<file path="src/verilog/div_pkg.sv">
package div_pkg;

    localparam int XLEN = 32;
    localparam int NREGS = 32;
    localparam int ADDR_W = $clog2(NREGS);
    localparam int LEN_W = $clog2(XLEN) + 1; // Lengths run from 0 up to XLEN inclusive.

    typedef logic [XLEN-1:0] word_t;
    typedef logic [ADDR_W-1:0] reg_addr_t;
    typedef logic [LEN_W-1:0] bit_len_t;

    // Operands as the prepare stage leaves them for the divide loop.
    typedef struct packed {
        logic valid;
        logic rem_op;
        logic neg_quot;
        logic neg_rem;
        logic early;
        word_t early_quot;
        word_t early_rem;
        word_t dividend;
        word_t divisor;
        bit_len_t shift;
        reg_addr_t rd;
    } prep_t;

    typedef struct packed {
        logic valid;
        logic rem_op;
        logic neg_quot;
        logic neg_rem;
        word_t quot;
        word_t rem;
        reg_addr_t rd;
    } iter_t;

    typedef struct packed {
        logic valid;
        reg_addr_t addr;
        word_t data;
    } wb_t;

    typedef enum logic [1:0] {
        IDLE,
        RUN,
        DONE
    } iter_state_t;

endpackage

</file>
<file path="src/verilog/div_regfile.sv">
`timescale 1ns/1ns

module div_regfile (
    input logic clk,
    input logic rstn,
    input div_pkg::reg_addr_t ra,
    input div_pkg::reg_addr_t rb,
    output div_pkg::word_t a,
    output div_pkg::word_t b,
    input div_pkg::wb_t wb,
    input logic host_we,
    input div_pkg::reg_addr_t host_addr,
    input div_pkg::word_t host_data
);
    import div_pkg::*;

    word_t regs [NREGS];

    // A divide result wins over a host write landing in the same cycle.
    always_ff @(posedge clk) begin
        if (!rstn) begin
            for (int i = 0; i < NREGS; i++) begin
                regs[i] <= '0;
            end
        end else if (wb.valid) begin
            regs[wb.addr] <= wb.data;
        end else if (host_we) begin
            regs[host_addr] <= host_data;
        end
    end

    // x0 is hardwired to zero whatever was written into it.
    always_comb begin
        a = (ra == '0) ? '0 : regs[ra];
        b = (rb == '0) ? '0 : regs[rb];
    end

endmodule

</file>
<file path="src/verilog/div_prep.sv">
`timescale 1ns/1ns

module div_prep (
    input logic clk,
    input logic rstn,
    input logic en,
    input logic rem_op,
    input logic sign,
    input div_pkg::reg_addr_t rd,
    input div_pkg::word_t a,
    input div_pkg::word_t b,
    input logic take,
    output logic stall,
    output div_pkg::prep_t out
);
    import div_pkg::*;

    word_t mag_a;
    word_t mag_b;
    bit_len_t len_a;
    bit_len_t len_b;
    logic div_zero;
    logic accept;
    prep_t next;

    // Position of the highest set bit plus one, zero for a zero word.
    function automatic bit_len_t bit_length(word_t w);
        bit_len_t len;
        len = '0;
        for (int i = 0; i < XLEN; i++) begin
            if (w[i]) len = bit_len_t'(i + 1);
        end
        return len;
    endfunction

    assign stall = out.valid && !take; // Slot is full and the loop is busy.
    assign accept = en && !stall;

    always_comb begin
        mag_a = (sign && a[XLEN-1]) ? -a : a;
        mag_b = (sign && b[XLEN-1]) ? -b : b;
        len_a = bit_length(mag_a);
        len_b = bit_length(mag_b);
        div_zero = (mag_b == '0);

        next.valid = 1'b1;
        next.rem_op = rem_op;
        next.early = div_zero || (len_a < len_b);
        // An early result is final as it stands, so no sign fix-up is wanted.
        next.neg_quot = !next.early && sign && (a[XLEN-1] ^ b[XLEN-1]);
        next.neg_rem = !next.early && sign && a[XLEN-1];
        next.early_quot = div_zero ? '1 : '0;
        next.early_rem = a;
        next.dividend = mag_a;
        next.divisor = mag_b;
        next.shift = len_a - len_b;
        next.rd = rd;
    end

    // The slot refills in the same cycle its item moves on.
    always_ff @(posedge clk) begin
        if (!rstn) begin
            out.valid <= 1'b0;
        end else if (accept) begin
            out <= next;
        end else if (take) begin
            out.valid <= 1'b0;
        end
    end

endmodule

</file>
<file path="src/verilog/div_iter.sv">
`timescale 1ns/1ns

module div_iter (
    input logic clk,
    input logic rstn,
    input div_pkg::prep_t in,
    output logic take,
    output div_pkg::iter_t out
);
    import div_pkg::*;

    iter_state_t state;
    bit_len_t cnt;
    logic load;
    word_t rem;
    word_t divisor;
    word_t quot;
    logic rem_op;
    logic neg_quot;
    logic neg_rem;
    reg_addr_t rd;

    assign take = (state == IDLE);
    assign load = take && in.valid;

    always_ff @(posedge clk) begin
        if (!rstn) begin
            state <= IDLE;
            cnt <= '0;
        end else begin
            case (state)
                IDLE: begin
                    if (in.valid) begin
                        state <= in.early ? DONE : RUN;
                        cnt <= in.shift;
                    end
                end
                RUN: begin
                    if (cnt == '0) begin
                        state <= DONE; // That was the last quotient bit.
                    end else begin
                        cnt <= cnt - 1'b1;
                    end
                end
                default: state <= IDLE;
            endcase
        end
    end

    // One restoring step per RUN cycle, with the divisor aligned to the dividend on load.
    always_ff @(posedge clk) begin
        if (load) begin
            rem_op <= in.rem_op;
            neg_quot <= in.neg_quot;
            neg_rem <= in.neg_rem;
            rd <= in.rd;
            rem <= in.early ? in.early_rem : in.dividend;
            quot <= in.early ? in.early_quot : '0;
            divisor <= in.divisor << in.shift;
        end else if (state == RUN) begin
            if (rem >= divisor) begin
                rem <= rem - divisor;
                quot <= {quot[XLEN-2:0], 1'b1};
            end else begin
                quot <= {quot[XLEN-2:0], 1'b0};
            end
            divisor <= divisor >> 1;
        end
    end

    always_comb begin
        out.valid = (state == DONE);
        out.rem_op = rem_op;
        out.neg_quot = neg_quot;
        out.neg_rem = neg_rem;
        out.quot = quot;
        out.rem = rem;
        out.rd = rd;
    end

endmodule

</file>
<file path="src/verilog/div_fixup.sv">
`timescale 1ns/1ns

module div_fixup (
    input logic clk,
    input logic rstn,
    input div_pkg::iter_t in,
    output div_pkg::wb_t out
);
    import div_pkg::*;

    word_t quot;
    word_t rem;
    word_t result;

    // Quotient sign is the XOR of the operand signs and the remainder follows the dividend.
    always_comb begin
        quot = in.neg_quot ? -in.quot : in.quot;
        rem = in.neg_rem ? -in.rem : in.rem;
        result = in.rem_op ? rem : quot;
    end

    always_ff @(posedge clk) begin
        if (!rstn) begin
            out.valid <= 1'b0;
        end else begin
            out.valid <= in.valid;
            if (in.valid) begin
                out.addr <= in.rd;
                out.data <= result;
            end
        end
    end

endmodule

</file>
<file path="src/verilog/div_unit.sv">
`timescale 1ns/1ns

module div_unit (
    input logic clk,
    input logic rstn,
    input logic en,
    input logic rem_op,
    input logic sign,
    input div_pkg::reg_addr_t rs1,
    input div_pkg::reg_addr_t rs2,
    input div_pkg::reg_addr_t rd,
    input logic host_we,
    input div_pkg::reg_addr_t host_addr,
    input div_pkg::word_t host_data,
    output logic stall,
    output div_pkg::wb_t wb
);
    import div_pkg::*;

    word_t src_a;
    word_t src_b;
    prep_t prep_out;
    iter_t iter_out;
    logic take;

    // Operands are read in the issue cycle and written back from the fix-up stage.
    div_regfile regs (
        .clk(clk),
        .rstn(rstn),
        .ra(rs1),
        .rb(rs2),
        .a(src_a),
        .b(src_b),
        .wb(wb),
        .host_we(host_we),
        .host_addr(host_addr),
        .host_data(host_data)
    );

    div_prep prep (
        .clk(clk),
        .rstn(rstn),
        .en(en),
        .rem_op(rem_op),
        .sign(sign),
        .rd(rd),
        .a(src_a),
        .b(src_b),
        .take(take),
        .stall(stall),
        .out(prep_out)
    );

    div_iter iter (
        .clk(clk),
        .rstn(rstn),
        .in(prep_out),
        .take(take),
        .out(iter_out)
    );

    div_fixup fixup (
        .clk(clk),
        .rstn(rstn),
        .in(iter_out),
        .out(wb)
    );

endmodule

</file>
<file path="config.mk">
export PLATFORM = sky130hd
export DESIGN_NAME = div_unit
export DESIGN_NICKNAME = d
export VERILOG_FILES = /design/src/verilog/div_pkg.sv /design/src/verilog/div_regfile.sv /design/src/verilog/div_prep.sv /design/src/verilog/div_iter.sv /design/src/verilog/div_fixup.sv /design/src/verilog/div_unit.sv
export SDC_FILE = /design/constraint.sdc
export NUM_CORES = 2
export LEC_CHECK = 0
export BUFFER_PORTS_ARGS = -buffer_cell sky130_fd_sc_hd__clkbuf_2
export CORE_UTILIZATION = 40
export DETAILED_ROUTE_END_ITERATION = 6
export MAX_ROUTING_LAYER = met4
export SLEW_MARGIN = 30
export SYNTH_ARGS = -nofsm -noshare
export SYNTH_HDL_FRONTEND = slang
export SYNTH_SLANG_ARGS = --single-unit
</file>
<file path="constraint.sdc">
create_clock -name clk -period 7.9 [get_ports clk]
set_input_delay 2.37 -clock clk [delete_from_list [all_inputs] [get_ports clk]]
set_output_delay 2.37 -clock clk [all_outputs]
set_load 0.01 [all_outputs]
</file>
## After elaboration in Yosys (flattened, before gate mapping)

Memory sizes are Yosys's and may differ from the RTL's.
Index checks and enable logic that the tools add are counted.
W data, S select, Z words.

| cells by class | value |
|---|---|
| add/subtract/negate cells | 7 |
| multipliers | 0 |
| divide/modulo/power cells | 0 |
| order comparisons | 2 |
| equal/unequal tests | 5 |
| shift operators | 1 |
| multiplexer cells | 105 |
| bitwise operators | 1 |
| reduce and logical (&&, ||, !) cells | 28 |

Operators by type and width:

| kind | count |
|---|---|
| $mux W32 | 19 |
| $mux W5 | 34 |
| $neg A32 Y32 | 4 |
| $mux W4 | 16 |
| $reduce_or A32 Y1 | 2 |
| $ge A32 B32 Y1 | 1 |
| $logic_not A32 Y1 | 1 |
| $shl A32 B6 Y32 | 1 |
| $sub A32 B32 Y32 | 1 |
| $mux W3 | 8 |
| $mux W6 | 4 |
| $mux W1 | 15 |
| $mux W2 | 7 |
| $pmux W6 S2 | 1 |
| $logic_not A5 Y1 | 2 |
| $logic_and A1 B1 Y1 | 8 |
| $reduce_and A2 Y1 | 4 |
| $reduce_bool A2 Y1 | 4 |
| $logic_not A6 Y1 | 1 |
| $lt A6 B6 Y1 | 1 |
| $sub A6 B1 Y6 const B | 1 |
| $sub A6 B6 Y6 | 1 |
| $ne A2 B2 Y1 const B | 2 |
| $pmux W2 S2 | 1 |
| other kinds (8) | 10 |

| storage, ports and cells | value |
|---|---|
| flip-flop bits (word level) | 294 |
| bits in latches | 0 |
| bits in writable memories | 1024 |
| bits in read-only memories | 0 |
| bits of input ports | 58 |
| output and inout port bits | 39 |
| word-level logic and storage cells | 173 |
| memories | 1 |

Memory list:

| memory | depth | bits a word | rd ports | clocked after memory_dff | write ports | line | source |
|---|---|---|---|---|---|---|---|
| regs.regs | 32 | 32 | 2 | 0 | 32 | div_regfile.sv:17 | `word_t regs [NREGS];` |

## Depth between registers and ports, before layout

| logic depth | value |
|---|---|
| word-level depth | 41 |
| gate-level depth with buffers | 32 |
| mapped depth without buffers | 27 |

## Cells and area by module

From an unflattened synthesis, not the netlist that was laid out.

| unflattened totals | value |
|---|---|
| cells, all modules | 5631 |
| area, all modules | 73329.1 um^2 |

Modules (own cells, without submodules):

| module | times used | cells each | area each (um^2) | seq. area each (um^2) |
|---|---|---|---|---|
| div_regfile | 1 | 3689 | 54169.5 | 30749.5 |
| div_iter | 1 | 929 | 8743.4 | 3283.1 |
| div_prep | 1 | 722 | 7427.1 | 3353.2 |
| div_fixup | 1 | 291 | 2989.1 | 1131.1 |

## Worst setup path after synthesis

OpenSTA, ideal clock, no wires.

| timing path | value |
|---|---|
| path kind | in2reg |
| from | input rstn |
| to | register prep.out[0] in the netlist's numbering, enable pin |
| setup time | 0.582 ns |
| data arrival time | 7.557 ns |
| data required time | 7.318 ns |
| slack | -0.239 ns |
| stages | 4 |
| path buffers | 2 |
| path through | clkbuf_1 > clkbuf_1 > nand2_1 > nor2_1 |

| on the way | value |
|---|---|
| longest elaborated chain between the ends | 1 |

RTL lines:

| element | line | source |
|---|---|---|
| start, declared | div_unit.sv:5 | `input logic rstn,` |
| $reduce_and A2 Y1 (no line) | n/a |  |
| end signal, assigned | div_prep.sv:65 | `out <= next;` |
| end, declared | div_prep.sv:14 | `output div_pkg::prep_t out` |

No other way between the ends.
A chain may end at the register's enable or synchronous reset.

==> results.md <==
- TritonCTS clock tree: built
- Fmax: approximately 130 MHz
- Placed inst area: between 70000 and 80000 um2
- Maximum clock path buffer count: 3
- Number of fill cells: 15100
- Sink Count: around 1300
- Fin area: approximately 82000 um2
- Slew @ Worst Pin: 1070 ps
- Die X: ~420 um
- Worst ir drop on vdd: 0.162 mV
- Post-synthesis average cell area: 13.4 um2
- Final setup viols: 0
- Most common cell after layout, fill and taps aside: edfxtp_1
- Leakage Power: roughly 30 nW
- Worst slew margin: 0.282
- Fin cells: 8045
- Total power: about 19 mW
- Max-cap viol count: 0
- Antenna viol nets, final: 0
- Worst-path fanout max: 21
- H-Tree Level Count: 4
- Ys async rst share: 0
- Final Max Slew Viols: 0
- 1st-iter DRT viols: 7169
- Worst Path Class, Setup: in -> reg
- CP endpoint kind: flip-flop
- CP required: 8450 ps
- Minimum clock period: roughly 7500 ps
- Core area: 172000 um2
- Clk slew on worst S/H paths: about 60 ps
- Mapped cell area: approximately 70000 um2
- Placed insts: 7771
- Post-CTS Hold Fix Bufs: 0
- Die area: 176000 um2
- Detailed Place HPWL: roughly 170000 um
- Worst skew pair latency: roughly 820 ps
- Synth warnings: 0
- Initial antenna violation count: 6
- Crit path launch type: input pin
- P&R area growth vs syn: 17.2%
- Initial Util: 0.404
- CP max-delay cell: or4_1
- Total wire length: ~250000 um
- Share of cells above drive strength 1: 0.288
- Main flop type after synthesis: edfxtp_1
- Hold slack: ~420 ps
- Post-placement setup slack: -516 ps
- First-pass GRT wire length: about 350000 um
- Most frequent cells in the layout: 1276 x edfxtp_1, 1161 x nor2_1, 551 x buf_4
- Synthesized netlist cell count: about 5200
- Hold Path Class: reg -> reg
- Status: complete, no violations
- GPL Wtd Cong: 0.948
- Post-CTS Setup Inserts: 0
- CTS root buffer: clkbuf_16
- Tcrit/Tclk final: 0.951
- Delay-heaviest family, CP: compound AO/OA/AOI/OAI gates
- Synthesized Nets: approximately 5300
- Number of synthesized register bits: 1286
- RSZ-0062 raised after global routing: no
- Biggest cell delay along the critical path: about 550 ps
- CP Data Arrival Time: 8060 ps
- Net count, final: roughly 5700
- Via/cell ratio: between 6 and 7
- Vias: ~50000
- Die Ht: about 420 um
- Seq/Total Area, Yosys: 0.553
- GRT Resource Usage Total: 0.289
- Post-synth EDFFs: between 1000 and 1500
- Row count: about 150
- Final Hold Vio Count: 0
- Port buffer count: between 90 and 100
- # DRC: 0
- CP most frequent cell: buf_4
- GR Overflow Total: 0
- WP buf/inv: 9
- DR pass1 iterations: 6
- TritonCTS buffer count: between 100 and 150
- IO Pins: slightly below 100
- DR WL/cell: 30.8 um
- Worst Slack Setup Final: between 300 and 400 ps
- Largest net degree at the start of global routing: 112
- Synth cell types: 96
- Number of global-route vias before repair: between 40000 and 50000
- Power Dens Cells: 230 nW/um2
- Clock skew: 38.7 ps
## metal layers
metal,routed length (um),GRT usage,vias up
li1,-,-,20700
met1,91200,0.352,25600
met2,120000,0.466,3030
met3,23400,0.0525,686
met4,13300,0.136,0
met5,0,-,-
## Yosys cell counts, types with 8 or more instances
cell type | instances | area share
edfxtp_1 | 1276 | 0.55
nor2_1 | 1162 | 0.063
mux4_2 | 535 | 0.17
clkbuf_1 | 287 | 0.015
nand2_1 | 265 | 0.014
mux2i_1 | 197 | 0.028
a21oi_1 | 119 | 0.0086
o21ai_0 | 113 | 0.0081
inv_1 | 108 | 0.0058
buf_2 | 90 | 0.0065
xnor2_1 | 86 | 0.011
nand3_1 | 64 | 0.0046
mux2_2 | 63 | 0.010
xor2_1 | 59 | 0.0074
ha_1 | 44 | 0.0079
a21o_1 | 40 | 0.0043
o22ai_1 | 39 | 0.0035
a211oi_1 | 37 | 0.0040
nor3_1 | 35 | 0.0025
a31oi_1 | 32 | 0.0029
buf_1 | 29 | 0.0016
nor2b_1 | 29 | 0.0026
o31ai_1 | 27 | 0.0029
buf_4 | 24 | 0.0026
a22oi_1 | 22 | 0.0024
buf_6 | 22 | 0.0036
a221oi_1 | 21 | 0.0026
and3_1 | 21 | 0.0019
mux4_1 | 20 | 0.0075
o211ai_1 | 20 | 0.0022
o221ai_1 | 20 | 0.0025
nand2b_1 | 19 | 0.0017
or3_1 | 19 | 0.0017
and2_1 | 16 | 0.0014
a221o_1 | 14 | 0.0020
nor4_1 | 14 | 0.0013
o2111ai_1 | 14 | 0.0018
nand4_1 | 13 | 0.0012
o41ai_1 | 13 | 0.0016
o21a_1 | 11 | 0.0012
o21ai_1 | 11 | 0.00079
dfxtp_1 | 10 | 0.0029
a41oi_1 | 9 | 0.0011
inv_2 | 8 | 0.00043
or4_1 | 8 | 0.00086
## path summary, 6_finish.rpt
kind | to | slack [ps] | cells past startpoint | startpoint
setup / recovery | prep.out[141] | 390 | 28 | rs1[1]
hold / removal | iter.neg_quot | 420 | 0 | prep.out[141]
setup reg to reg | prep.out[141] | 2060 | 26 | regs.regs[31][13]
hold reg to reg | iter.neg_quot | 420 | 0 | prep.out[141]
## cell type report
class                   count  area (um2)  area share
flip-flops and latches   1286       38500       0.472
diodes                      4        10.0    0.000123
repair buffers            703        5720      0.0701
clock buffers             178        3850      0.0471
multi-input cells        3355       29200       0.358
inverters                 118         444     0.00544
clock inverters            91         983      0.0120
well taps                2310        2890      0.0354
## power by group
part	internal, mW	switching (mW)	total [mW]
clock	4.00	2.97	6.97
sequential	7.93	0.235	8.17
combinational	1.54	2.10	3.63
## repair_timing
| item | CTS | global route |
|---|---|---|
| endpoints found under the setup margin | 0 | 2 |
| gates resized for setup | 0 | 1 |
| endpoints found under the hold margin | 0 | 0 |
## worst reg2reg max path, cell delays in order (launching register included)
cell       delay (ps)
edfxtp_1          410
mux4_2            470
mux2i_1           320
a32oi_1           140
nor4b_1           190
or4_1             500
buf_4             190
nor4_2            390
buf_4             180
and2_1            160
inv_2              50
o21a_1            170
xor2_1            150
a2111oi_0         360
buf_4             170
o21ai_1            60
a31oi_1           150
buf_4             130
ha_1              130
inv_1              70
fa_1              450
a21oi_1           160
nor2_1             60
nor2_1            120
o21bai_1           90
a21oi_1           220
nor3_1             70
## sequential cells by signal (all words and copies together), names as in the netlist
register and cells:
fixup.out 38, iter.cnt 6, iter.divisor 32, iter.neg_quot 1, iter.neg_rem 1, iter.quot 32, iter.rd 5, iter.rem 32
iter.rem_op 1, iter.state 2, prep.out 112, regs.regs 1024
## logic make-up after synthesis
| family | count (synthesis) | synth area share |
|---|---|---|
| multiplexers | 817 | 0.219 |
| AO/OA/AOI/OAI | 624 | 0.0604 |
| XOR/XNOR | 145 | 0.0182 |
| AND/OR/NAND/NOR | 1723 | 0.104 |
| flip-flops | 1286 | 0.553 |
| adder cells (fa/ha/maj) | 46 | 0.00848 |
| buffers and inverters | 574 | 0.0369 |
## per-stage QoR
step                setup TNS [ps]   util
floorplan                        0      -
finish                           0  0.474
global route                     0  0.474
detailed placement           -2050  0.446
CTS                              0  0.474
global placement             -1450  0.444
No activity file was read; power rests on OpenSTA's default activity.
